<file path="src/hdl/vp8_enc_pkg.sv">
// VP8 transform engine shared definitions

package vp8_enc_pkg;

    // --------------------------------------------------
    // Block geometry and widths
    // --------------------------------------------------
    localparam int BLK_DIM = 4;                  // Block edge
    localparam int BLK_PIX = BLK_DIM * BLK_DIM;  // Pixels per block
    localparam int PIX_W   = 8;
    localparam int COEF_W  = 12;
    localparam int WORD_W  = 32;

    // Word offsets from the block base
    localparam int SRC_OFS  = 0;  // Source rows
    localparam int REF_OFS  = 4;  // Prediction rows
    localparam int COEF_OFS = 8;  // Coefficient pairs

    // --------------------------------------------------
    // Memory word, read as pixels or as coefficients
    // --------------------------------------------------
    // pix[0] is the low byte and coef[0] holds the even index
    typedef union packed {
        logic        [BLK_DIM-1:0][PIX_W-1:0]    pix;
        logic signed [1:0][WORD_W/2-1:0]         coef;
    } mem_word_t;

endpackage

</file>
<file path="src/hdl/block_fetch.sv">
// Job control and block fetcher
`timescale 1ns/10ps

module block_fetch #(
    parameter int ADDR_W = 8
) (
    input  logic                                               clk,
    input  logic                                               rst_n,
    input  logic                                               start_i,
    input  logic [ADDR_W-1:0]                                  base_i,
    input  logic                                               store_done_i,
    output logic                                               mem_req_o,
    output logic [ADDR_W-1:0]                                  mem_addr_o,
    input  logic                                               mem_gnt_i,
    input  vp8_enc_pkg::mem_word_t                             mem_rdata_i,
    input  logic                                               mem_rvalid_i,
    output logic                                               busy_o,
    output logic [ADDR_W-1:0]                                  job_base_o,
    output logic [vp8_enc_pkg::BLK_PIX*vp8_enc_pkg::PIX_W-1:0] src_o,
    output logic [vp8_enc_pkg::BLK_PIX*vp8_enc_pkg::PIX_W-1:0] ref_o,
    output logic                                               dct_start_o
);
    import vp8_enc_pkg::*;

    localparam int ROW_W  = BLK_DIM * PIX_W;
    localparam int ROW_AW = $clog2(BLK_DIM);

    logic                          busy_q;
    logic [ADDR_W-1:0]             base_q;
    logic [ROW_AW+1:0]             issue_q;  // Reads issued, 0..8
    logic [ROW_AW:0]               ret_q;    // Rows returned
    logic [BLK_DIM-1:0][ROW_W-1:0] src_q;
    logic [BLK_DIM-1:0][ROW_W-1:0] ref_q;
    logic [ADDR_W-1:0]             row_ofs;
    logic                          start_ok;

    // Store done frees the engine in the same cycle
    assign busy_o     = busy_q & ~store_done_i;
    assign start_ok   = start_i & ~busy_o;
    assign job_base_o = base_q;
    assign src_o      = src_q;
    assign ref_o      = ref_q;

    // Source rows first, then reference rows
    assign row_ofs = issue_q[ROW_AW] ? ADDR_W'(REF_OFS) + ADDR_W'(issue_q[ROW_AW-1:0])
                                     : ADDR_W'(SRC_OFS) + ADDR_W'(issue_q[ROW_AW-1:0]);
    assign mem_addr_o = base_q + row_ofs;
    assign mem_req_o  = busy_q & ~issue_q[ROW_AW+1];

    always_ff @(posedge clk or negedge rst_n) begin
        if (!rst_n) begin
            busy_q      <= 1'b0;
            base_q      <= '0;
            issue_q     <= '0;
            ret_q       <= '0;
            dct_start_o <= 1'b0;
        end else begin
            dct_start_o <= mem_rvalid_i & (&ret_q);  // Last row back
            if (start_ok) begin
                busy_q  <= 1'b1;
                base_q  <= base_i;
                issue_q <= '0;
                ret_q   <= '0;
            end else begin
                if (store_done_i) busy_q <= 1'b0;
                if (mem_gnt_i) issue_q <= issue_q + 1'b1;
                if (mem_rvalid_i) ret_q <= ret_q + 1'b1;
            end
        end
    end

    // Row capture
    always_ff @(posedge clk) begin
        if (mem_rvalid_i) begin
            if (ret_q[ROW_AW]) ref_q[ret_q[ROW_AW-1:0]] <= mem_rdata_i.pix;
            else               src_q[ret_q[ROW_AW-1:0]] <= mem_rdata_i.pix;
        end
    end

endmodule

</file>
<file path="config.mk">
export PLATFORM = sky130hd
export DESIGN_NAME = block_fetch
export DESIGN_NICKNAME = d
export VERILOG_FILES = /design/src/hdl/vp8_enc_pkg.sv /design/src/hdl/block_fetch.sv
export SDC_FILE = /design/constraint.sdc
export NUM_CORES = 1
export LEC_CHECK = 0
export ABC_AREA = 1
export BUFFER_PORTS_ARGS = -buffer_cell sky130_fd_sc_hd__buf_2
export CORE_MARGIN = 2
export CORE_UTILIZATION = 52
export CTS_CLUSTER_DIAMETER = 150
export DETAILED_ROUTE_END_ITERATION = 10
export PLACE_DENSITY = 0.83
export SLEW_MARGIN = 0
export SYNTH_ARGS = -nofsm -noshare
export SYNTH_HDL_FRONTEND = slang
export SYNTH_SLANG_ARGS = --single-unit
</file>
<file path="constraint.sdc">
create_clock -name clk -period 7.05 [get_ports clk]
set_input_delay 0.3525 -clock clk [delete_from_list [all_inputs] [get_ports clk]]
set_output_delay 0.3525 -clock clk [all_outputs]
set_load 0.01 [all_outputs]
</file>
==> results list <==
* Status: complete, no violations
- Adder and majority gate portion of the synthesized area: 1.51%
- Number of rows created at floorplan: 47
* Share of the synthesized netlist area taken by xor and xnor gates: 0.200%
- Sequential elements use 92.6% of the synthesized area.
* Final core utilization: 69.4%
- Using the TritonRoute via totals, the vias-per-cell ratio works out to 5.10.
* Number of levels the H-tree was split into: 1
- Registers take 8110 um^2.
- In the global route stage, overall resource usage came out at 23.2%.
* Highest fanout seen on the critical path: 4
- Relative to the synthesized area, the layout overhead comes to 30.8%.
* Max-cap violations: 0
* Kind of cell adding the most delay to the critical path: adder cells
* Number of enable flip-flop cells after synthesis: 256
- Dividing total power by cell area gives a power density of 299 nW/um^2.
* Initial core utilization: 53.0%
- The Yosys step of the flow raised 0 warnings.
- For this run, the detailed router's first-pass iteration total came to 5.
- The layout has 1,036 filler cells.
- Worst-case headroom to the max-slew limit: 24.7%
- By area, the combinational part of the netlist is dominated by simple AND/OR/NAND/NOR gates.
- Layout cell share with drive strength beyond 1: 48.0%
- Fraction of power consumed by sequential logic: 55.3%
- Setup repair after global routing left no endpoint under its margin.
- Of the total power, the clock network draws 36.9%.
- The cell that appears most often on the critical path is nand2_1.
- Stage delay of the slowest cell on the critical path: 410 ps
- The count of pins over their slew limit came to 0.
- In the synthesized netlist, mux cells make up 0% of the area.
- Most common cell in the synthesized netlist: edfxtp_1
* Via total after detailed routing: 5,021
* Clock tree from TritonCTS: done
* Maximum number of pins on one net before global-route repair: 33
* Area of the die: 17,900 um^2
- Summed over all nets, the switching power comes to 751 uW.
* Start-to-end type of the worst setup path: flop to output pin
- Worst-path cell with the longest stage delay: fa_1
* Logic pwr share: 7.8%
- Complex-gate fraction of the synthesized area: 0.614%
* Buffers & Inverters on Critical Path: 2
- Walking the worst path, the cells encountered are ha_1 -> inv_1 -> fa_1 -> o21ai_2 -> nand2_1 -> nand2_1 -> nand2_1 -> buf_2.
* Aggregate routed wire length: 21,200 um
* Wire length of the first global-routing pass: 31,100 um
- Standby leakage power: 4.58 nW
* Post-Route Skew: 15.7 ps
- STA classifies the critical path startpoint as a flop.
* Min Clock Period, post-route: 2460 ps
- Number of setup violations in the final report: 0
- Maximum achievable frequency: 406 MHz
- Flip-flop cell with the highest count after synthesis: edfxtp_1
- At the later pin of the worst-skew pair, clock insertion delay measures 500 ps.
- At the worst endpoint, the required time is 6700 ps.
- Aggregate negative setup slack: 0 ps
- Synthesized cell area: 8760 um^2
- 321 I/O pins were placed.
* Synth cell types: 23
- Dividing the detail-routed wire length by the instance count gives 21.5 um.
- Input and output buffers added on the ports amount to 320.
- Post-route cell area: 11,500 um^2
- Remaining number of nets flagged by the antenna check after routing: 0
- The multi-input combinational cells in the finished layout cover a total of 596 um^2.
* HPWL after detailed placement: 14,100 um
* Post-synthesis share of cell area spent on and, or, nand and nor gates: 3.78%
- CTS Buf Count: 25
- Of the total power, the share spent switching nets is 21.9%.
- DRC: 0
* Clk pin slew, worst setup/hold paths: 60 ps
- The hold violation count in the final report is 0.
- Buffers added to address setup during post-CTS repair amount to 0.
- Floorplan Core Area: 16,500 um^2
- In this run the mean area of a mapped cell was 21.9 um^2.
* Final global-route overflow total: 0
- First-iteration detailed-routing DRC count: 386
- Top cells by area, synth: edfxtp_1 (88%), dfrtp_1 (4.9%), nand2_1 (2.0%)
- Of all cell types, the one taking the most synthesized area is edfxtp_1.
* Die Span Y: 134 um
- The clock passes through at most 3 buffers.
- Count of state elements after synthesis: 273
- Area post-placement: 10,700 um^2
- Synthesis handed over a netlist of 400 instances.
- TritonCTS sink count: 273
- Endpoint type of the worst setup path: output pin
- Async S/R FF share, synth: 6.23%
- The internal power of the cells totals 2.67 mW.
- The min-delay analysis places its worst path in the category input pin to flop.
* Total Nets Final: 802
- VDD sags by at most 0.159 mV.
- Clock root buffer: clkbuf_16
- The initial antenna violation count is 0.
- The via count of the first global-routing pass was 5,189.
- When the netlist entered floorplanning its net count stood at 456.
* Die Width: 134 um
- The commonest cells after synthesis are edfxtp_1 (256), nand2_1 (46), inv_1 (25), dfrtp_1 (17), nor2_1 (17).
* Final weighted congestion in routability-driven placement: 0.897
* Antenna cell count: 0
- Final period utilization: 34.9%
- After synthesis, the largest area contributor takes up 87.7% of total cell area.
- Transition at the pin with the smallest max-transition slack: 1130 ps
- STA puts the critical path data arrival time at 2110 ps.
## power by group through the flow
stage | sequential, mW | clock (mW) | combinational [mW]
2_1_floorplan | 1.96 | 0 | 0.0853
3_3_place_gp | 1.92 | 0 | 0.254
3_5_place_dp | 1.93 | 0 | 0.268
4_1_cts | 1.89 | 1.28 | 0.271
5_1_grt | 1.90 | 1.34 | 0.292
6_report | 1.89 | 1.26 | 0.268
## metal layers
| layer | track usage (%) | vias up | routed length (um) |
|---|---|---|---|
| met5 | 0 | - | 0 |
| met4 | 6.62 | 0 | 461 |
| met3 | 6.24 | 35 | 2000 |
| met2 | 43.1 | 317 | 11700 |
| met1 | 26.5 | 2478 | 7080 |
| li1 | - | 2191 | - |
## state kept, by name (all words and copies together), names as in the netlist
signal / cells
busy_q: 1
dct_start_o: 1
issue_q: 4
job_base_o: 8
ref_o: 128
ret_q: 3
src_o: 128
## worst min-delay path: stages
cell	delay (ps)
buf_2	70
nand2_1	40
nand2_1	50
## worst paths after layout
check,startpoint,endpoint,slack (ps),cells after the start
hold / removal,base_i[0],job_base_o[0],50,3
min in group asynchronous,rst_n,busy_q,300,2
setup / recovery,issue_q[0],mem_addr_o[6],4590,8
setup reg to reg,ret_q[0],ref_o[23],4980,4
hold reg to reg,job_base_o[0],job_base_o[0],530,2
max in group asynchronous,rst_n,job_base_o[5],6470,2
## through the flow
stage,worst slack [ps],cells,total power [mW],hold WS [ps]
2_1_floorplan,4600,400,2.05,56.9
3_3_place_gp,5050,938,2.18,289
3_5_place_dp,4910,938,2.19,294
4_1_cts,4570,984,3.45,38.6
5_1_grt,4430,984,3.53,38.7
6_report,4590,984,3.43,52.4
## layout make-up
cell class | count | share of cell area (%)
clock buffers | 33 | 5.72
clock inverters | 12 | 0.961
inverters | 26 | 0.873
multi-input cells | 99 | 5.20
flip-flops and latches | 273 | 70.8
well taps | 220 | 2.40
repair buffers | 321 | 14.1
## repair_timing
item | 4_1_cts | 5_1_grt
hold endpoints to repair | 17 | 0
gates resized for setup | 0 | 0
hold buffers | 1 | 0
## cell families after synthesis
logic type | Yosys count
buffers and inverters | 28
and+or+nand+nor | 77
AOI/OAI and AO/OA | 10
xor gates and xnor gates | 2
adders and majority gates | 10
DFF | 273
## cell usage in the layout (no fill, tap or decap), types with 7 or more instances in the layout
cell and n:
buf_2 320, clkbuf_1 8, clkbuf_16 25, dfrtp_1 17, edfxtp_1 256, ha_1 9
inv_1 25, nand2_1 46, nand3_1 7, nor2_1 9, nor2_4 8
Power figures use the tool's default switching activity.
