$ cat config.mk
export PLATFORM = sky130hd
export DESIGN_NAME = mem_arbiter
export DESIGN_NICKNAME = d
export VERILOG_FILES = /design/src/hdl/vp8_enc_pkg.sv /design/src/hdl/mem_arbiter.sv
export SDC_FILE = /design/constraint.sdc
export NUM_CORES = 1
export LEC_CHECK = 0
export BUFFER_PORTS_ARGS = -buffer_cell sky130_fd_sc_hd__buf_2
export CORE_AREA = 2 2 117 119
export CTS_CLUSTER_DIAMETER = 40
export DETAILED_ROUTE_END_ITERATION = 10
export DIE_AREA = 0 0 119 121
export PLACE_DENSITY = 0.53
export SYNTH_ARGS = -nofsm -noshare
export SYNTH_HDL_FRONTEND = slang
export SYNTH_SLANG_ARGS = --single-unit
export TNS_END_PERCENT = 20
$ cat constraint.sdc
create_clock -name clk -period 4.05 [get_ports clk]
set_clock_uncertainty 0.15 [all_clocks]
set_input_delay 0 -clock clk [delete_from_list [all_inputs] [get_ports clk]]
set_output_delay 0 -clock clk [all_outputs]
set_load 0.01 [all_outputs]
$ cat src/hdl/vp8_enc_pkg.sv
// VP8 transform engine shared definitions

package vp8_enc_pkg;

    // --------------------------------------------------
    // Block geometry and widths
    // --------------------------------------------------
    localparam int BLK_DIM = 4;                  // Block edge
    localparam int BLK_PIX = BLK_DIM * BLK_DIM;  // Pixels per block
    localparam int PIX_W   = 8;
    localparam int COEF_W  = 12;
    localparam int WORD_W  = 32;

    // Word offsets from the block base
    localparam int SRC_OFS  = 0;  // Source rows
    localparam int REF_OFS  = 4;  // Prediction rows
    localparam int COEF_OFS = 8;  // Coefficient pairs

    // --------------------------------------------------
    // Memory word, read as pixels or as coefficients
    // --------------------------------------------------
    // pix[0] is the low byte and coef[0] holds the even index
    typedef union packed {
        logic        [BLK_DIM-1:0][PIX_W-1:0]    pix;
        logic signed [1:0][WORD_W/2-1:0]         coef;
    } mem_word_t;

endpackage

$ cat src/hdl/mem_arbiter.sv
// Round-robin memory arbiter
`timescale 1ns/10ps

module mem_arbiter #(
    parameter int ADDR_W = 8
) (
    input  logic                           clk,
    input  logic                           rst_n,
    // Host
    input  logic                           host_req_i,
    input  logic                           host_we_i,
    input  logic [ADDR_W-1:0]              host_addr_i,
    input  logic [vp8_enc_pkg::WORD_W-1:0] host_wdata_i,
    output logic                           host_gnt_o,
    output logic [vp8_enc_pkg::WORD_W-1:0] host_rdata_o,
    output logic                           host_rvalid_o,
    // Block fetcher
    input  logic                           fetch_req_i,
    input  logic                           fetch_we_i,
    input  logic [ADDR_W-1:0]              fetch_addr_i,
    input  logic [vp8_enc_pkg::WORD_W-1:0] fetch_wdata_i,
    output logic                           fetch_gnt_o,
    output logic [vp8_enc_pkg::WORD_W-1:0] fetch_rdata_o,
    output logic                           fetch_rvalid_o,
    // Coefficient store
    input  logic                           store_req_i,
    input  logic                           store_we_i,
    input  logic [ADDR_W-1:0]              store_addr_i,
    input  logic [vp8_enc_pkg::WORD_W-1:0] store_wdata_i,
    output logic                           store_gnt_o,
    output logic [vp8_enc_pkg::WORD_W-1:0] store_rdata_o,
    output logic                           store_rvalid_o,
    // Memory
    output logic                           ram_we_o,
    output logic [ADDR_W-1:0]              ram_addr_o,
    output logic [vp8_enc_pkg::WORD_W-1:0] ram_wdata_o,
    input  logic [vp8_enc_pkg::WORD_W-1:0] ram_rdata_i
);
    import vp8_enc_pkg::*;

    localparam int N_PEER = 3;

    logic [N_PEER-1:0] req;
    logic [N_PEER-1:0] we;
    logic [N_PEER-1:0] gnt;
    logic [N_PEER-1:0] rd_q;    // Peer whose read is in flight
    logic [ADDR_W-1:0] addr [N_PEER];
    logic [WORD_W-1:0] wdata [N_PEER];
    logic [1:0]        last_q;  // Last granted peer
    logic [1:0]        sel;

    assign req   = {store_req_i, fetch_req_i, host_req_i};
    assign we    = {store_we_i, fetch_we_i, host_we_i};
    assign addr  = '{host_addr_i, fetch_addr_i, store_addr_i};
    assign wdata = '{host_wdata_i, fetch_wdata_i, store_wdata_i};

    // Search starts just after the last winner
    always_comb begin : pick
        int idx;
        gnt = '0;
        sel = last_q;
        for (int k = 1; k <= N_PEER; k++) begin
            idx = (int'(last_q) + k) % N_PEER;
            if (req[idx] && gnt == '0) begin
                gnt[idx] = 1'b1;
                sel      = 2'(idx);
            end
        end
    end

    assign ram_we_o    = (|gnt) & we[sel];
    assign ram_addr_o  = addr[sel];
    assign ram_wdata_o = wdata[sel];

    always_ff @(posedge clk or negedge rst_n) begin
        if (!rst_n) begin
            last_q <= 2'(N_PEER - 1);  // Host wins first
            rd_q   <= '0;
        end else begin
            if (|gnt) last_q <= sel;
            rd_q <= gnt & ~we;
        end
    end

    // --------------------------------------------------
    // Read return, to the requesting peer only
    // --------------------------------------------------
    assign host_gnt_o     = gnt[0];
    assign fetch_gnt_o    = gnt[1];
    assign store_gnt_o    = gnt[2];
    assign host_rvalid_o  = rd_q[0];
    assign fetch_rvalid_o = rd_q[1];
    assign store_rvalid_o = rd_q[2];
    assign host_rdata_o   = rd_q[0] ? ram_rdata_i : '0;
    assign fetch_rdata_o  = rd_q[1] ? ram_rdata_i : '0;
    assign store_rdata_o  = rd_q[2] ? ram_rdata_i : '0;

endmodule

==> results by stage <==
Critical path:
- At the worst endpoint, the arrival time is between 3000 and 4000 ps.
- Walking the worst path, the cells encountered are inv_1 -> ha_1 -> a22o_1 -> a221o_1 -> o31a_1 -> and2_4 -> o32a_2 -> buf_12 -> mux2i_1 -> o2bb2ai_1 -> buf_2.
- In this run the number of cells on the critical path is 11.
- The startpoint of the most critical register-to-register path is last_q[0]$_DFFE_PN0P_.
- The kind of start point of the critical path is a flip-flop.
- The number of cells traversed by the worst register-to-register path is 9.
- In this run the worst setup path begins at last_q[0]$_DFFE_PN0P_.
- Data on the critical path is required at its endpoint by about 3900 ps.
- STA classifies the critical path endpoint as an output port.
- The critical path contains buffers and inverters numbering 3 combined.
- On the worst path, the slowest cell contributes a delay of 440 ps.
- Broken down by cell family, the worst path's largest delay share belongs to compound AO/OA/AOI/OAI gates.
- Among all stages on the critical path, the largest delay is contributed by sky130_fd_sc_hd__ha_1.
- The class of the most critical setup path is flip-flop to output port.
- Along the worst path, the maximum fanout reaches 30.

Synthesis:
- Yosys mapped a number of flops with a built-in enable equal to 0.
- The multiplexer area fraction after synthesis is 0.207.
- The most used flip-flop cell after synthesis is sky130_fd_sc_hd__dfrtp_1.
- Summed over all instances, the cell type with the most area after synthesis is sky130_fd_sc_hd__and2_1.
- The share of the synthesized netlist area taken by xor and xnor gates is 0.
- Synthesis handed over a netlist of ~270 instances.
- Of the total synthesized cell area, the portion taken by AND, OR, NAND and NOR gates is 0.363.
- The proportion of synthesized chip area in sequential cells is 0.0623.
- After synthesis, the largest family of logic cells by area is simple AND/OR/NAND/NOR gates.
- Yosys printed 0 warnings.
- sky130_fd_sc_hd__and2_1 is the most common cell in the netlist.
- By area the synthesized netlist is led by sky130_fd_sc_hd__and2_1 (30%), sky130_fd_sc_hd__mux2i_1 (21%), sky130_fd_sc_hd__o2bb2ai_1 (17%).
- The post-synthesis share of cell area spent on full adders, half adders and majority gates is 0.0247.
- The synthesized area divided by synthesized cell count is around 7.6 sq um.
- The number of storage elements in the synthesis netlist is 5.
- The number of unique standard cell types used by synthesis is 37.
- The area fraction in compound gates after synthesis is 0.262.
- By count the netlist is led by sky130_fd_sc_hd__and2_1 (96), sky130_fd_sc_hd__mux2i_1 (42), sky130_fd_sc_hd__o2bb2ai_1 (40).
- Of the post-synthesis cell area, the dominant cell type holds 0.296.
- In the synthesized netlist the async set-or-reset flop fraction comes to 1.00.
- The number of nets produced by synthesis is 431.
- The synthesized netlist occupies a cell area of just over 2000 sq um.

Timing:
- The final hold violation count is 0.
- In the finished design, the share of the clock period the worst path needs comes to 0.922.
- In the final timing run, aggregate negative setup slack is 0 ps.
- The slew at the pin closest to its max-slew limit is approximately 830 ps.
- Setup violations remaining at the end of the flow were counted as 0.
- The time the worst path needs with I/O delays and setup is approximately 3700 ps.
- The worst pin sits at a relative slew slack of 0.443.
- Setup repair after global routing left no endpoint under its margin.
- The final number of max-transition violations is 0.
- The maximum clock rate is about 270 MHz.

Floorplan:
- The core footprint is 13100 sq um.
- The I/O pin count is 303.
- The die extent in y is between 100 and 150 microns.
- The die covers ~14000 sq um.
- The horizontal extent of the die is around 120 microns.
- The floorplan has between 40 and 50 rows.
- For this configuration, the core starts out at a cell density of 0.155.

GRT:
- The number of global-route vias before repair is about 2700.
- The initial antenna violation count is 0.
- The global-route wire length before repair is between 10 and 15 mm.
- Entering global routing, the biggest net connects 43 pins.
- For this run, the total global-route usage over all layers was measured as 0.128.
- The total congestion overflow is 0.

Detailed routing:
- The number of nets still failing antenna checks after routing is 0.
- The routed via count is 3020.
- The routed length per placed instance is about 14 microns.
- The wire length after detailed routing is between 10 and 15 mm.
- For this run, the detailed router's first-pass iteration total came to 4.
- The detailed-route vias per instance is 4.13.
- The first-iteration detailed-routing DRC count is between 70 and 80.
- After detailed routing, the number of remaining DRC violations is 0.

Placed design:
- The wire-length estimate of the detail-placed layout is roughly 8.7 mm.
- The number of placed instances, taps included, is 723.
- The count of buffers added on input and output ports is ~300.
- After detailed placement, the total cell area comes to approximately 3700 sq um.
- At the end of routability-driven placement, the weighted congestion stood at 0.777.

Layout:
- At the end of the flow the core is filled with cells to 0.289.
- The layout overhead on the synthesized area is 86.6%.
- The number of standard cells in the layout, taps in and fillers out is ~730.
- 0 antenna diodes ended up in the layout.
- Of the cells placed in the final design, the portion with a size suffix greater than 1 is 0.564.
- The final-layout fill cell count is 1479.
- The finished cells cover roughly 3800 sq um.
- The number of nets in the final layout is between 700 and 800.
- The footprint of the multi-input gates is about 1800 sq um.
- The sequential standard cell area is 126 sq um.

Clock tree:
- TritonCTS built the clock tree.
- Clock tree synthesis inserted a total of 3 buffers.
- The number of cells upsized or downsized after cts is 0.
- The buffer levels on the longest clock path is 2.
- After clock tree synthesis, the setup repair step added 0 buffers.
- After clock tree synthesis, the clock-pin slew on the worst setup and hold paths is approximately 30 ps.
- CTS placed an instance of sky130_fd_sc_hd__clkbuf_16 at the clock tree root.
- Clock tree synthesis found a total of 5 sinks.
- The hold buffer count at CTS is 4.
- The clock latency on the worst-skew pair is between 200 and 250 ps.
- The level count of the clock H-tree is 1.

Job:
- The tool flagged a number of max-cap violations equal to 0.

Power:
- The fraction of power consumed by combinational cells is 0.923.
- The fraction of power consumed by sequential logic is 0.038.
- The largest voltage drop on the vdd net is 0.720 mV.
- The internal power of the cells totals about 1.8 mW.
- Summed over all nets, the switching power comes to around 2.2 mW.
- The leakage power of the design is roughly 2.3 nW.
- The clock network power share is 0.040.
- The proportion of total power due to net switching is 0.541.
- Dividing total power by cell area gives a power density of between 1000 and 1500 nW/um^2.

Status:
- The flow ran to the end, and the final reports show no timing, DRC or antenna violations.

Hold path:
- The worst hold path belongs to the class primary input to asynchronous set/reset pin.
final cells by class:
cell class / instances / share of cell area
Clock buffer: 4 / 0.0208
Inverter: 5 / 0.00496
Multi-Input combinational cell: 232 / 0.463
Sequential cell: 5 / 0.0334
Tap cell: 176 / 0.0582
Timing Repair Buffer: 309 / 0.419
cell families after synthesis:
group | count (synthesis)
simple gates | 121
compound gates | 65
mux | 42
buf+inv | 30
flops | 5
fa+ha+maj | 4
final timing paths:
kind | end | slack, ps
worst max-delay path | ram_wdata_o[27] | 320
worst min-delay path | rd_q[0]$_DFF_PN0_ | 2
worst max register to register | last_q[1]$_DFFE_PN1P_ | 700
worst min register to register | last_q[1]$_DFFE_PN1P_ | 410
max in group asynchronous | last_q[1]$_DFFE_PN1P_ | 3540
min in group clk | ram_wdata_o[9] | 140
layout by cell type, fill, tap and decap left out, drive strengths merged, types with 2 or more instances in the layout:
cell type,netlist,final
nand2,3,3
o22ai,2,2
inv,5,5
clkbuf,14,4
a21oi,3,3
and2,98,98
ha,4,4
o2bb2ai,40,40
dlygate4sd3,0,4
buf,11,305
mux2i,42,42
nor2b,5,5
dfrtp,4,4
nor2,8,8
nand2b,2,2
nand4,2,2
a21o,3,3
o21ai,4,4
metrics by stage:
stage	setup WS (ps)	hold slack (ps)	total power, mW
after floorplan	987	-446	2.70
after global placement	618	-329	3.93
after detailed placement	581	-331	3.89
after CTS	325	39.0	4.08
after global routing	151	42.7	4.35
final	316	1.94	4.02
state kept, by name, indices dropped and copies added (netlist names):
name and count:
rd_q 3, last_q 2
worst reg2reg max path, stage by stage (launching register included):
cell	delay, ps
sky130_fd_sc_hd__dfrtp_1	430
sky130_fd_sc_hd__inv_1	90
sky130_fd_sc_hd__ha_1	440
sky130_fd_sc_hd__a22o_1	280
sky130_fd_sc_hd__a221o_1	390
sky130_fd_sc_hd__or2_1	290
sky130_fd_sc_hd__a31o_1	270
sky130_fd_sc_hd__or4b_1	630
sky130_fd_sc_hd__nand2b_1	190
sky130_fd_sc_hd__o21a_1	140
layer usage:
metal  vias up  track usage  part of all wire
li1       1528            -                 -
met1      1302        0.142              0.38
met2       186        0.252              0.53
met3         4       0.0291             0.084
met4         0       0.0216            0.0045
met5         -            0                 0
power groups by stage:
| stage | combinational [mW] | sequential [mW] | clock [mW] |
|---|---|---|---|
| final | 3.71 | 0.152 | 0.160 |
| after global routing | 4.01 | 0.168 | 0.167 |
| after CTS | 3.76 | 0.155 | 0.162 |
| after detailed placement | 3.74 | 0.156 | 0 |
| after global placement | 3.78 | 0.156 | 0 |
| after floorplan | 2.59 | 0.102 | 0 |
Power figures use the tool's default switching activity.
