## config.mk

```make
export PLATFORM = sky130hd
export DESIGN_NAME = coef_store
export DESIGN_NICKNAME = d
export VERILOG_FILES = /design/src/hdl/vp8_enc_pkg.sv /design/src/hdl/coef_store.sv
export SDC_FILE = /design/constraint.sdc
export NUM_CORES = 1
export LEC_CHECK = 0
export BUFFER_PORTS_ARGS = -buffer_cell sky130_fd_sc_hd__buf_4
export CORE_UTILIZATION = 50
export DETAILED_ROUTE_END_ITERATION = 16
export GPL_TIMING_DRIVEN = 1
export PLACE_DENSITY = 0.89
export SLEW_MARGIN = 20
export SYNTH_ARGS = -nofsm -noshare
export SYNTH_HDL_FRONTEND = slang
export SYNTH_SLANG_ARGS = --single-unit
```

## constraint.sdc

```tcl
create_clock -name clk -period 2.8 [get_ports clk]
set_clock_uncertainty 0.1 [all_clocks]
set_input_delay 0.7 -clock clk [delete_from_list [all_inputs] [get_ports clk]]
set_output_delay 0.7 -clock clk [all_outputs]
set_load 0.005 [all_outputs]
```

## src/hdl/vp8_enc_pkg.sv

```systemverilog
// VP8 transform engine shared definitions

package vp8_enc_pkg;

    // --------------------------------------------------
    // Block geometry and widths
    // --------------------------------------------------
    localparam int BLK_DIM = 4;                  // Block edge
    localparam int BLK_PIX = BLK_DIM * BLK_DIM;  // Pixels per block
    localparam int PIX_W   = 8;
    localparam int COEF_W  = 12;
    localparam int WORD_W  = 32;

    // Word offsets from the block base
    localparam int SRC_OFS  = 0;  // Source rows
    localparam int REF_OFS  = 4;  // Prediction rows
    localparam int COEF_OFS = 8;  // Coefficient pairs

    // --------------------------------------------------
    // Memory word, read as pixels or as coefficients
    // --------------------------------------------------
    // pix[0] is the low byte and coef[0] holds the even index
    typedef union packed {
        logic        [BLK_DIM-1:0][PIX_W-1:0]    pix;
        logic signed [1:0][WORD_W/2-1:0]         coef;
    } mem_word_t;

endpackage

```

## src/hdl/coef_store.sv

```systemverilog
// Coefficient block writer
`timescale 1ns/10ps

module coef_store #(
    parameter int ADDR_W = 8
) (
    input  logic                                                clk,
    input  logic                                                rst_n,
    input  logic [ADDR_W-1:0]                                   job_base_i,
    input  logic [vp8_enc_pkg::BLK_PIX*vp8_enc_pkg::COEF_W-1:0] coef_i,
    input  logic                                                coef_valid_i,
    output logic                                                mem_req_o,
    output logic [ADDR_W-1:0]                                   mem_addr_o,
    output vp8_enc_pkg::mem_word_t                              mem_wdata_o,
    input  logic                                                mem_gnt_i,
    output logic                                                store_done_o
);
    import vp8_enc_pkg::*;

    localparam int N_WR   = BLK_PIX / 2;  // Two coefficients per word
    localparam int HALF_W = WORD_W / 2;

    logic [BLK_PIX-1:0][COEF_W-1:0] coef_q;
    logic                           active_q;
    logic [$clog2(N_WR)-1:0]        cnt_q;
    logic [COEF_W-1:0]              c_even;
    logic [COEF_W-1:0]              c_odd;

    assign mem_req_o  = active_q;
    assign mem_addr_o = job_base_i + ADDR_W'(COEF_OFS) + ADDR_W'(cnt_q);
    assign c_even     = coef_q[{cnt_q, 1'b0}];
    assign c_odd      = coef_q[{cnt_q, 1'b1}];

    // Sign extend each coefficient into its half
    always_comb begin
        mem_wdata_o.coef[0] = {{(HALF_W-COEF_W){c_even[COEF_W-1]}}, c_even};
        mem_wdata_o.coef[1] = {{(HALF_W-COEF_W){c_odd[COEF_W-1]}}, c_odd};
    end

    always_ff @(posedge clk or negedge rst_n) begin
        if (!rst_n) begin
            active_q     <= 1'b0;
            cnt_q        <= '0;
            store_done_o <= 1'b0;
        end else begin
            store_done_o <= mem_gnt_i & (&cnt_q);
            if (coef_valid_i) begin
                active_q <= 1'b1;
                cnt_q    <= '0;
            end else if (mem_gnt_i) begin
                cnt_q <= cnt_q + 1'b1;
                if (&cnt_q) active_q <= 1'b0;  // Last pair written
            end
        end
    end

    always_ff @(posedge clk) begin
        if (coef_valid_i) coef_q <= coef_i;
    end

endmodule

```

==> results.sh, run 1 <==
export IMPL_status="finished with violations"
export IMPL_violations="setup timing"
export IMPL_clk_path_buf_depth=2
export IMPL_wirelength_mm=16.50
export IMPL_startpoint="cnt_q[0]"
export IMPL_critPathTopFamily="multiplexers"
export IMPL_synth_distinct_cells=24
export IMPL_grt_usage=0.2109
export IMPL_finalCritPeriodShare=1.044
export IMPL_io_pins=246
export IMPL_ys_seq_area_frac=0.7639
export IMPL_worstSetupEndpoint="mem_wdata_o[11]"
export IMPL_p_per_area_nw_per_um2=648.6
export IMPL_via_count=4243
export IMPL_wl_per_cell_um=20.80
export IMPL_ys_ff_latch=197
export IMPL_worst_setup_path_type="register to output pin"
export IMPL_synth_area_leader_cell="edfxtp_1"
export IMPL_swShare=0.2283
export IMPL_avgSynthCellArea_sq_um=23.37
export IMPL_slew_headroom=0.7230
export IMPL_grt_pass1_wl_mm=24.56
export IMPL_r2r_end="cnt_q[2]"
export IMPL_die_width_um=126.2
export IMPL_dpl_hpwl_mm=11.55
export IMPL_final_hold_violation_count=0
export IMPL_grt_ovfl_total=0
export IMPL_fin_hold_ws_ns=0.3479
export IMPL_first_global_vias=4796
export IMPL_pwr_share_seq=0.513
export IMPL_vias_per_cell=5.351
export IMPL_drc=0
export IMPL_ff2ff_setup_slack_ns=0.98
export IMPL_synth_area_sq_um=7711
export IMPL_fillers=878
export IMPL_critPathLaunchType="register"
export IMPL_ir_worst_vdd_v=0.0004784
export IMPL_rsz0062_at_grt="true"
export IMPL_combPwrFrac=0.146
export IMPL_place_congestion=0.8008
export IMPL_clkPwrFrac=0.341
export IMPL_maxCapViolCount=0
export IMPL_r2r_start="cnt_q[0]"
export IMPL_crit_slowest_cell="mux4_2"
export IMPL_crit_fanout=12
export IMPL_path_cells="buf_12 -> mux4_2 -> mux2_4 -> buf_4"
export IMPL_path_buf_inv=2
export IMPL_synth_top_area_share=0.7477
export IMPL_crit_cells=4
export IMPL_cts_num_sinks=197
export IMPL_cts_root_buffer="clkbuf_16"
export IMPL_portBuffers=245
export IMPL_fin_crit_ns=2.924
export IMPL_ctsHtreeMaxLevel=4
export IMPL_end_kind="output pin"
export IMPL_setup_viol=34
export IMPL_dpl_worst_slack_ns=-0.1014
export IMPL_rows=45
export IMPL_cts_buffers=17
export IMPL_cts_tree="built"
export IMPL_hold_path_class="primary input to register"
export IMPL_die_height_um=126.2
export IMPL_syn_inst=330
export IMPL_drive_gt1_frac=0.6331
export IMPL_leakage_uw=0.004143
export IMPL_cp_arrival_ns=2.12
export IMPL_dr_pass1_iters=4
export IMPL_dieArea_sq_um=15920
export IMPL_drt_initial_drc_count=300
export IMPL_area_growth_pct=38.62
export IMPL_diodes=0
export IMPL_internal_power_uw=5350
export IMPL_grt_antenna_before_repair=0
export IMPL_grt_max_degree=50
export IMPL_cp_slowest_stage_delay_ns=0.53
export IMPL_drv_slew=0
export IMPL_start_util=0.5091
export IMPL_clk_pin_slew_ns=0.08
export IMPL_fmax_mhz=342.0
export IMPL_clk_latency_ns=0.41
export IMPL_tightest_slew_ns=0.4156
export IMPL_layout_setup_ws_ns=-0.1240
export IMPL_synthTopCellsByArea="edfxtp_1, mux4_2, mux2_2, mux2_4, dfrtp_1"
export IMPL_yosys_warnings=0
export IMPL_synthesis_nets=540
export IMPL_r2r_cells=6
export IMPL_layout_nets=802
export IMPL_core_area_sq_um=15150
export IMPL_critPathRequiredTime_ns=2.00
export IMPL_antenna_left=0
export IMPL_p_switching_uw=1583
-- routing by layer --
layer / GRT usage / share of wire / vias to the layer above
met5: 0 / 0 / -
met4: 0.08221 / 0.029 / 0
met3: 0.06245 / 0.056 / 35
met2: 0.3780 / 0.54 / 192
met1: 0.2364 / 0.38 / 2135
li1: - / - / 1881
-- synthesized netlist by cell type, drive strengths merged --
library cell,instances
a21o,2
a21oi,2
a31oi,2
buf,16
clkbuf,7
dfrtp,5
edfxtp,192
fa,1
ha,5
inv,6
mux2,24
mux2i,2
mux4,48
nand2,4
nand2b,1
nand3,2
nor2,4
xnor2,3
xor2,4
-- cells in the final DEF (no fill, tap or decap), types with 2 or more instances in the layout --
cell,count
mux2i_1,2
clkbuf_16,18
edfxtp_1,192
buf_4,235
inv_6,3
buf_12,7
a21oi_2,2
ha_1,2
ha_4,3
clkinv_8,2
nor2_1,3
xnor2_1,2
a21o_1,2
clkinv_4,4
mux2_2,6
dfrtp_2,2
xor2_1,4
inv_8,4
buf_6,21
mux4_2,48
inv_1,5
mux2_4,18
dfrtp_1,2
nand2_1,4
-- sequential cells by signal (all words and copies together) (netlist names) --
signal / count
cnt_q: 3
coef_q: 192
store_done_o: 1
mem_req_o: 1
-- power by group through the flow --
stage | clock, uW | combinational (uW) | sequential (uW)
after floorplan | 0 | 427 | 3590
after global placement | 0 | 875 | 3600
after detailed placement | 0 | 909 | 3620
after CTS | 2410 | 988 | 3560
after global routing | 2530 | 1070 | 3580
final | 2360 | 1010 | 3560
-- kinds of logic after synthesis --
| group | Yosys count | share of synthesized area |
|---|---|---|
| and+or+nand+nor | 11 | 0.006003 |
| adders and majority gates | 6 | 0.01071 |
| buffers and inverters | 29 | 0.02385 |
| muxes | 74 | 0.1827 |
| DFF | 197 | 0.7639 |
| xor gates and xnor gates | 7 | 0.007951 |
| AOI/OAI and AO/OA | 6 | 0.004867 |
-- per-stage QoR --
| step | TNS, ns | instance area [sq um] | util | total power, uW | cells |
|---|---|---|---|---|---|
| after floorplan | 0 | 7711 | - | 4015 | 330 |
| after global placement | 0 | 9802 | 0.6472 | 4475 | 754 |
| after detailed placement | -0.1014 | 9802 | 0.6472 | 4533 | 754 |
| after CTS | -3.875 | 10590 | 0.6992 | 6959 | 791 |
| after global routing | -5.056 | 10690 | 0.7057 | 7174 | 793 |
| final | -2.826 | 10690 | 0.7057 | 6933 | 793 |
-- cell type report --
cell class	instances	area, sq um	share of cell area
clock inverters	14	155.1	0.01451
inverters	6	22.52	0.002107
clock buffers	18	429.2	0.04015
well taps	188	235.2	0.02201
flip-flops and latches	197	5897	0.5517
repair buffers	266	2191	0.2050
multi-input cells	104	1759	0.1646
-- how the worst min path moves through the flow --
stage | startpoint | endpoint | slack [ns] | cells past startpoint
final | coef_i[183] | coef_q[183] | 0.35 | 1
after CTS | coef_i[161] | coef_q[161] | 0.33 | 1
after floorplan | rst_n | cnt_q[0] | 0.30 | 0
after global placement | mem_req_o | mem_req_o | 0.36 | 1
after global routing | coef_i[160] | coef_q[160] | 0.32 | 1
after detailed placement | mem_req_o | mem_req_o | 0.37 | 1
-- timing repair --
action | 4_1_cts | 5_1_grt
pin swaps | 3 | 6
endpoints found under the setup margin | 37 | 37
gates cloned | 1 | 1
endpoints found under the hold margin | 5 | 0
gates resized for setup | 34 | 13
buffers inserted | 3 | 3
hold buffers | 1 | 0
(Power assumes the default switching activity.)
==> inputs of run 2 (changes only) <==
--- a/config.mk
+++ b/config.mk
@@ -5,11 +5,12 @@
 export SDC_FILE = /design/constraint.sdc
 export NUM_CORES = 1
 export LEC_CHECK = 0
+export ABC_CLOCK_PERIOD_IN_PS = 2400
 export BUFFER_PORTS_ARGS = -buffer_cell sky130_fd_sc_hd__buf_4
-export CORE_UTILIZATION = 50
+export CORE_UTILIZATION = 46
 export DETAILED_ROUTE_END_ITERATION = 16
 export GPL_TIMING_DRIVEN = 1
-export PLACE_DENSITY = 0.89
+export PLACE_DENSITY = 0.86
 export SLEW_MARGIN = 20
 export SYNTH_ARGS = -nofsm -noshare
 export SYNTH_HDL_FRONTEND = slang
==> constraint.sdc (replaced) <==
create_clock -name clk -period 2.4 [get_ports clk]
set_clock_uncertainty 0.1 [all_clocks]
set_input_delay 0.6 -clock clk [delete_from_list [all_inputs] [get_ports clk]]
set_output_delay 0.6 -clock clk [all_outputs]
set_load 0.005 [all_outputs]
==> results.sh, run 2 (synthesized netlist as in run 1, its figures left out) <==
export IMPL_grt_use_met2=0.3842
export IMPL_cts_num_sinks=197
export IMPL_hold_path_class="primary input to register"
export IMPL_grt_antenna_before_repair=0
export IMPL_cts_tree="built"
export IMPL_drive_gt1_frac=0.6478
export IMPL_fmax_mhz=349.1
export IMPL_gr_usage_met1=0.2368
export IMPL_dp_cells=786
export IMPL_final_cell_mix="buf_4, edfxtp_1, mux4_2"
export IMPL_dpl_hpwl_mm=11.66
export IMPL_clk_path_buf_depth=2
export IMPL_grt_met3_usage=0.05710
export IMPL_via_count=4304
export IMPL_finalCritPeriodShare=1.194
export IMPL_first_global_vias=4888
export IMPL_dieArea_sq_um=17290
export IMPL_cp_arrival_ns=2.16
export IMPL_pwr_share_seq=0.508
export IMPL_tns_ns=-14.99
export IMPL_die_width_um=131.5
export IMPL_placed_area_sq_um=9892
export IMPL_grt_pass1_wl_mm=26.82
export IMPL_critPathRequiredTime_ns=1.70
export IMPL_vias_per_cell=5.154
export IMPL_final_cells=835
export IMPL_cts_buffers=17
export IMPL_top_regs="coef_q: 192 flops, cnt_q: 3 flops"
export IMPL_fin_crit_ns=2.865
export IMPL_tightest_slew_ns=0.3593
export IMPL_combPwrFrac=0.161
export IMPL_fin_hold_ws_ns=0.2355
export IMPL_violations="setup timing"
export IMPL_io_pins=246
export IMPL_layout_nets=816
export IMPL_core_area_sq_um=16120
export IMPL_portBuffers=245
export IMPL_clk_pin_slew_ns=0.08
export IMPL_start_util=0.4785
export IMPL_area_growth_pct=42.85
export IMPL_layout_setup_ws_ns=-0.4648
export IMPL_grt_ovfl_total=0
export IMPL_final_hold_violation_count=0
export IMPL_ctsHtreeMaxLevel=4
export IMPL_swShare=0.2272
export IMPL_rsz0062_at_grt="true"
export IMPL_drt_initial_drc_count=211
export IMPL_rows=46
export IMPL_crit_fanout=5
export IMPL_power_uw=8159
export IMPL_stdcell_area_sq_um=11020
export IMPL_diodes=0
export IMPL_cts_root_buffer="clkbuf_16"
export IMPL_internal_power_uw=6305
export IMPL_place_congestion=0.8624
export IMPL_wirelength_mm=17.57
export IMPL_critPathLaunchType="register"
export IMPL_p_per_area_nw_per_um2=740.6
export IMPL_regMostFlops="coef_q"
export IMPL_largest_register_ffs=192
export IMPL_setup_viol=39
export IMPL_die_height_um=131.5
export IMPL_slew_headroom=0.7602
export IMPL_end_kind="output pin"
export IMPL_status="finished with violations"
export IMPL_leakage_uw=0.004276
export IMPL_clkPwrFrac=0.331
export IMPL_maxCapViolCount=0
export IMPL_fillers=1037
export IMPL_worst_setup_path_type="register to output pin"
export IMPL_p_switching_uw=1853
export IMPL_grt_max_degree=38
export IMPL_dr_pass1_iters=4
export IMPL_drc=0
export IMPL_clk_latency_ns=0.43
export IMPL_wl_per_cell_um=21.04
export IMPL_ir_worst_vdd_v=0.0005613
export IMPL_busiest_layer="met2"
export IMPL_drv_slew=0
export IMPL_final_common_cell="buf_4"
export IMPL_antenna_left=0
export IMPL_grt_usage=0.2126
==> run 2: changes by cell type in the layout (fill, tap and decap cells not counted), sizes merged <==
| cell | delta |
|---|---|
| buf | +15 |
| clkinv | -1 |
| clkbuf | -2 |
| clkinvlp | +2 |
==> run 2: area by class of cell <==
| type | instances | area [sq um] | share of cell area |
|---|---|---|---|
| sequential | 197 | 5897 | 0.5353 |
| timing repair buffer | 280 | 2459 | 0.2232 |
| clock inverter | 15 | 137.6 | 0.01249 |
| tap | 216 | 270.3 | 0.02453 |
| clock buffer | 17 | 425.4 | 0.03862 |
| inverter | 6 | 25.02 | 0.002272 |
| multi-input combinational | 104 | 1802 | 0.1636 |
==> run 2: worst max-delay path, cell delays in order (launching register included) <==
cell and delay (ns):
dfrtp_4 0.47, buf_6 0.12, ha_4 0.14, inv_4 0.04
fa_2 0.37, nand2b_4 0.16, a21oi_2 0.15, xor2_1 0.16
buf_4 0.13
==> run 2: per-stage QoR <==
| step | utilization | worst slack [ns] |
|---|---|---|
| 2_1_floorplan | - | -0.01964 |
| 3_3_place_gp | 0.6138 | -0.1853 |
| 3_5_place_dp | 0.6138 | -0.2743 |
| 4_1_cts | 0.6758 | -0.4809 |
| 5_1_grt | 0.6835 | -0.5365 |
| 6_report | 0.6835 | -0.4648 |
==> run 2: path summary, 6_finish.rpt <==
path                       slack [ns]       endpoint   startpoint  cells after the start
setup / recovery                -0.46  mem_addr_o[6]     cnt_q[0]                      8
hold / removal                   0.24    coef_q[166]  coef_i[166]                      1
setup reg to reg                 0.56       cnt_q[2]     cnt_q[0]                      7
hold reg to reg                  0.43      mem_req_o    mem_req_o                      1
max in group asynchronous        1.66       cnt_q[0]        rst_n                      2
min in group asynchronous        0.42       cnt_q[1]        rst_n                      2
==> run 2: layer usage <==
| metal | wire length [um] | part of all wire |
|---|---|---|
| met1 | 6338 | 0.36 |
| met2 | 9598 | 0.55 |
| met3 | 1175 | 0.067 |
| met4 | 456 | 0.026 |
| met5 | 0 | 0 |
==> run 2: power groups by stage <==
stage	clock network [uW]	logic, uW	registers, uW
CTS	2760	1280	4150
floorplan	0	500	4190
global placement	0	1040	4200
detailed placement	0	1070	4220
finish	2700	1310	4150
global route	2880	1390	4170
==> run 2: timing repair <==
item                                    in CTS  in global routing
pin swaps                                    1                  8
gates resized for setup                     59                 20
hold endpoints to repair                     5                  0
endpoints found under the setup margin      39                 39
setup buffers                                8                  4
hold buffers                                 1                  0
cloned                                       6                  0
==> inputs of run 3 (changes only) <==
==> constraint.sdc (replaced) <==
create_clock -name clk -period 2.4 [get_ports clk]
set_clock_uncertainty 0.1 [all_clocks]
set_input_delay 0.6 -clock clk [delete_from_list [all_inputs] [get_ports clk]]
set_output_delay 0.6 -clock clk [all_outputs]
set_load 0.05 [all_outputs]
==> results.sh, run 3 (synthesized netlist as in run 1, its figures left out) <==
export IMPL_rows=46
export IMPL_final_hold_violation_count=0
export IMPL_dp_cells=788
export IMPL_end_kind="output pin"
export IMPL_fin_crit_ns=2.885
export IMPL_portBuffers=245
export IMPL_slew_headroom=0.6405
export IMPL_final_common_cell="buf_4"
export IMPL_clk_path_buf_depth=2
export IMPL_area_growth_pct=42.38
export IMPL_r2r_cells=5
export IMPL_power_uw=8789
export IMPL_critPathLaunchType="register"
export IMPL_core_area_sq_um=16120
export IMPL_first_global_vias=4796
export IMPL_fin_util=0.6813
export IMPL_dieArea_sq_um=17290
export IMPL_top_regs="coef_q: 192 flops, cnt_q: 3 flops"
export IMPL_setup_viol=39
export IMPL_route_met2_wl_mm=9.345
export IMPL_grt_usage=0.2069
export IMPL_drive_gt1_frac=0.6492
export IMPL_drv_slew=0
export IMPL_leakage_uw=0.004226
export IMPL_final_cell_mix="buf_4, edfxtp_1, mux4_2"
export IMPL_fin_hold_ws_ns=0.2409
export IMPL_grt_ovfl_total=0
export IMPL_hold_path_class="primary input to register"
export IMPL_grt_max_degree=46
export IMPL_ir_worst_vdd_v=0.0006669
export IMPL_rsz0062_at_grt="true"
export IMPL_drt_initial_drc_count=206
export IMPL_drt_met1_wl_mm=6.282
export IMPL_critPathRequiredTime_ns=1.70
export IMPL_place_congestion=0.8293
export IMPL_dpl_hpwl_mm=11.96
export IMPL_startpoint="cnt_q[0]"
export IMPL_worstSetupEndpoint="mem_wdata_o[14]"
export IMPL_maxCapViolCount=0
export IMPL_antenna_left=0
export IMPL_r2r_end="cnt_q[2]"
export IMPL_dpl_worst_slack_ns=-0.2467
export IMPL_cts_buffers=17
export IMPL_dr_pass1_iters=4
export IMPL_via_count=4314
export IMPL_violations="setup timing"
export IMPL_cts_tree="built"
export IMPL_layout_nets=807
export IMPL_r2r_start="cnt_q[1]"
export IMPL_tightest_slew_ns=0.5393
export IMPL_routed_wl_met3_mm=1.074
export IMPL_cts_root_buffer="clkbuf_16"
export IMPL_crit_fanout=18
export IMPL_clk_latency_ns=0.42
export IMPL_die_width_um=131.5
export IMPL_clk_pin_slew_ns=0.08
export IMPL_status="finished with violations"
export IMPL_wirelength_mm=17.24
export IMPL_vias_per_cell=5.223
export IMPL_regMostFlops="coef_q"
export IMPL_grt_pass1_wl_mm=26.03
export IMPL_ctsHtreeMaxLevel=4
export IMPL_finalCritPeriodShare=1.202
export IMPL_start_util=0.4785
export IMPL_worst_setup_path_type="register to output pin"
export IMPL_top_layer_used="met4"
export IMPL_ff2ff_setup_slack_ns=0.74
export IMPL_diodes=0
export IMPL_die_height_um=131.5
export IMPL_drc=0
export IMPL_cp_arrival_ns=2.18
export IMPL_cts_num_sinks=197
export IMPL_final_cells=826
export IMPL_fmax_mhz=346.7
export IMPL_largest_register_ffs=192
export IMPL_io_pins=246
export IMPL_fillers=1028
export IMPL_layout_setup_ws_ns=-0.4847
export IMPL_p_per_area_nw_per_um2=800.5
export IMPL_wl_per_cell_um=20.87
export IMPL_grt_antenna_before_repair=0
==> run 3: cell count changes in the layout (fill, tap and decap cells not counted), moves of 4 or more <==
cell / change
mux2_4: -7
buf_16: -7
xor2_4: +4
xor2_1: -4
mux2_2: +7
==> run 3: worst min-delay path by stage <==
stage | from | to | slack (ns) | cells past startpoint
global placement | rst_n | store_done_o | 0.30 | 1
finish | coef_i[58] | coef_q[58] | 0.24 | 1
CTS | coef_i[138] | coef_q[138] | 0.22 | 1
floorplan | rst_n | cnt_q[0] | 0.20 | 0
detailed placement | rst_n | mem_req_o | 0.31 | 1
global route | coef_i[10] | coef_q[10] | 0.21 | 1
==> run 3: power breakdown <==
part / total (uW) / internal, uW / switching, uW
logic: 1660 / 824 / 840
clock network: 2970 / 1680 / 1290
registers: 4150 / 4070 / 82.9
==> run 3: critical path: stages, from the launching register on <==
cell,delay (ns)
dfrtp_4,0.50
buf_12,0.21
mux4_2,0.54
mux2_4,0.31
buf_4,0.20
==> run 3: repair_timing <==
item,4_1_cts,5_1_grt
hold buffers,1,0
setup endpoints to repair,39,39
cloned,1,0
resized for setup,40,15
pin swaps,5,5
buffers inserted,3,3
hold endpoints to repair,5,0
==> run 3: layer usage <==
layer	track usage	up-vias
met4	0.09819	0
met3	0.05556	35
met5	0	-
li1	-	1893
met1	0.2296	2180
met2	0.3677	206
==> run 3: area by class of cell <==
cell class                      count  area (sq um)  area share
Clock inverter                     14         191.4     0.01744
Clock buffer                       18         429.2     0.03909
Sequential cell                   197          5897      0.5371
Inverter                            6         22.52    0.002051
Multi-Input combinational cell    104          1894      0.1725
Tap cell                          216         270.3     0.02462
Timing Repair Buffer              271          2275      0.2072
==> run 3: metrics by stage <==
step / area, sq um / TNS (ns)
2_1_floorplan: 7960 / -0.5229
3_3_place_gp: 10090 / -0.9315
3_5_place_dp: 10090 / -1.539
4_1_cts: 10930 / -16.72
5_1_grt: 10980 / -18.96
6_report: 10980 / -16.17
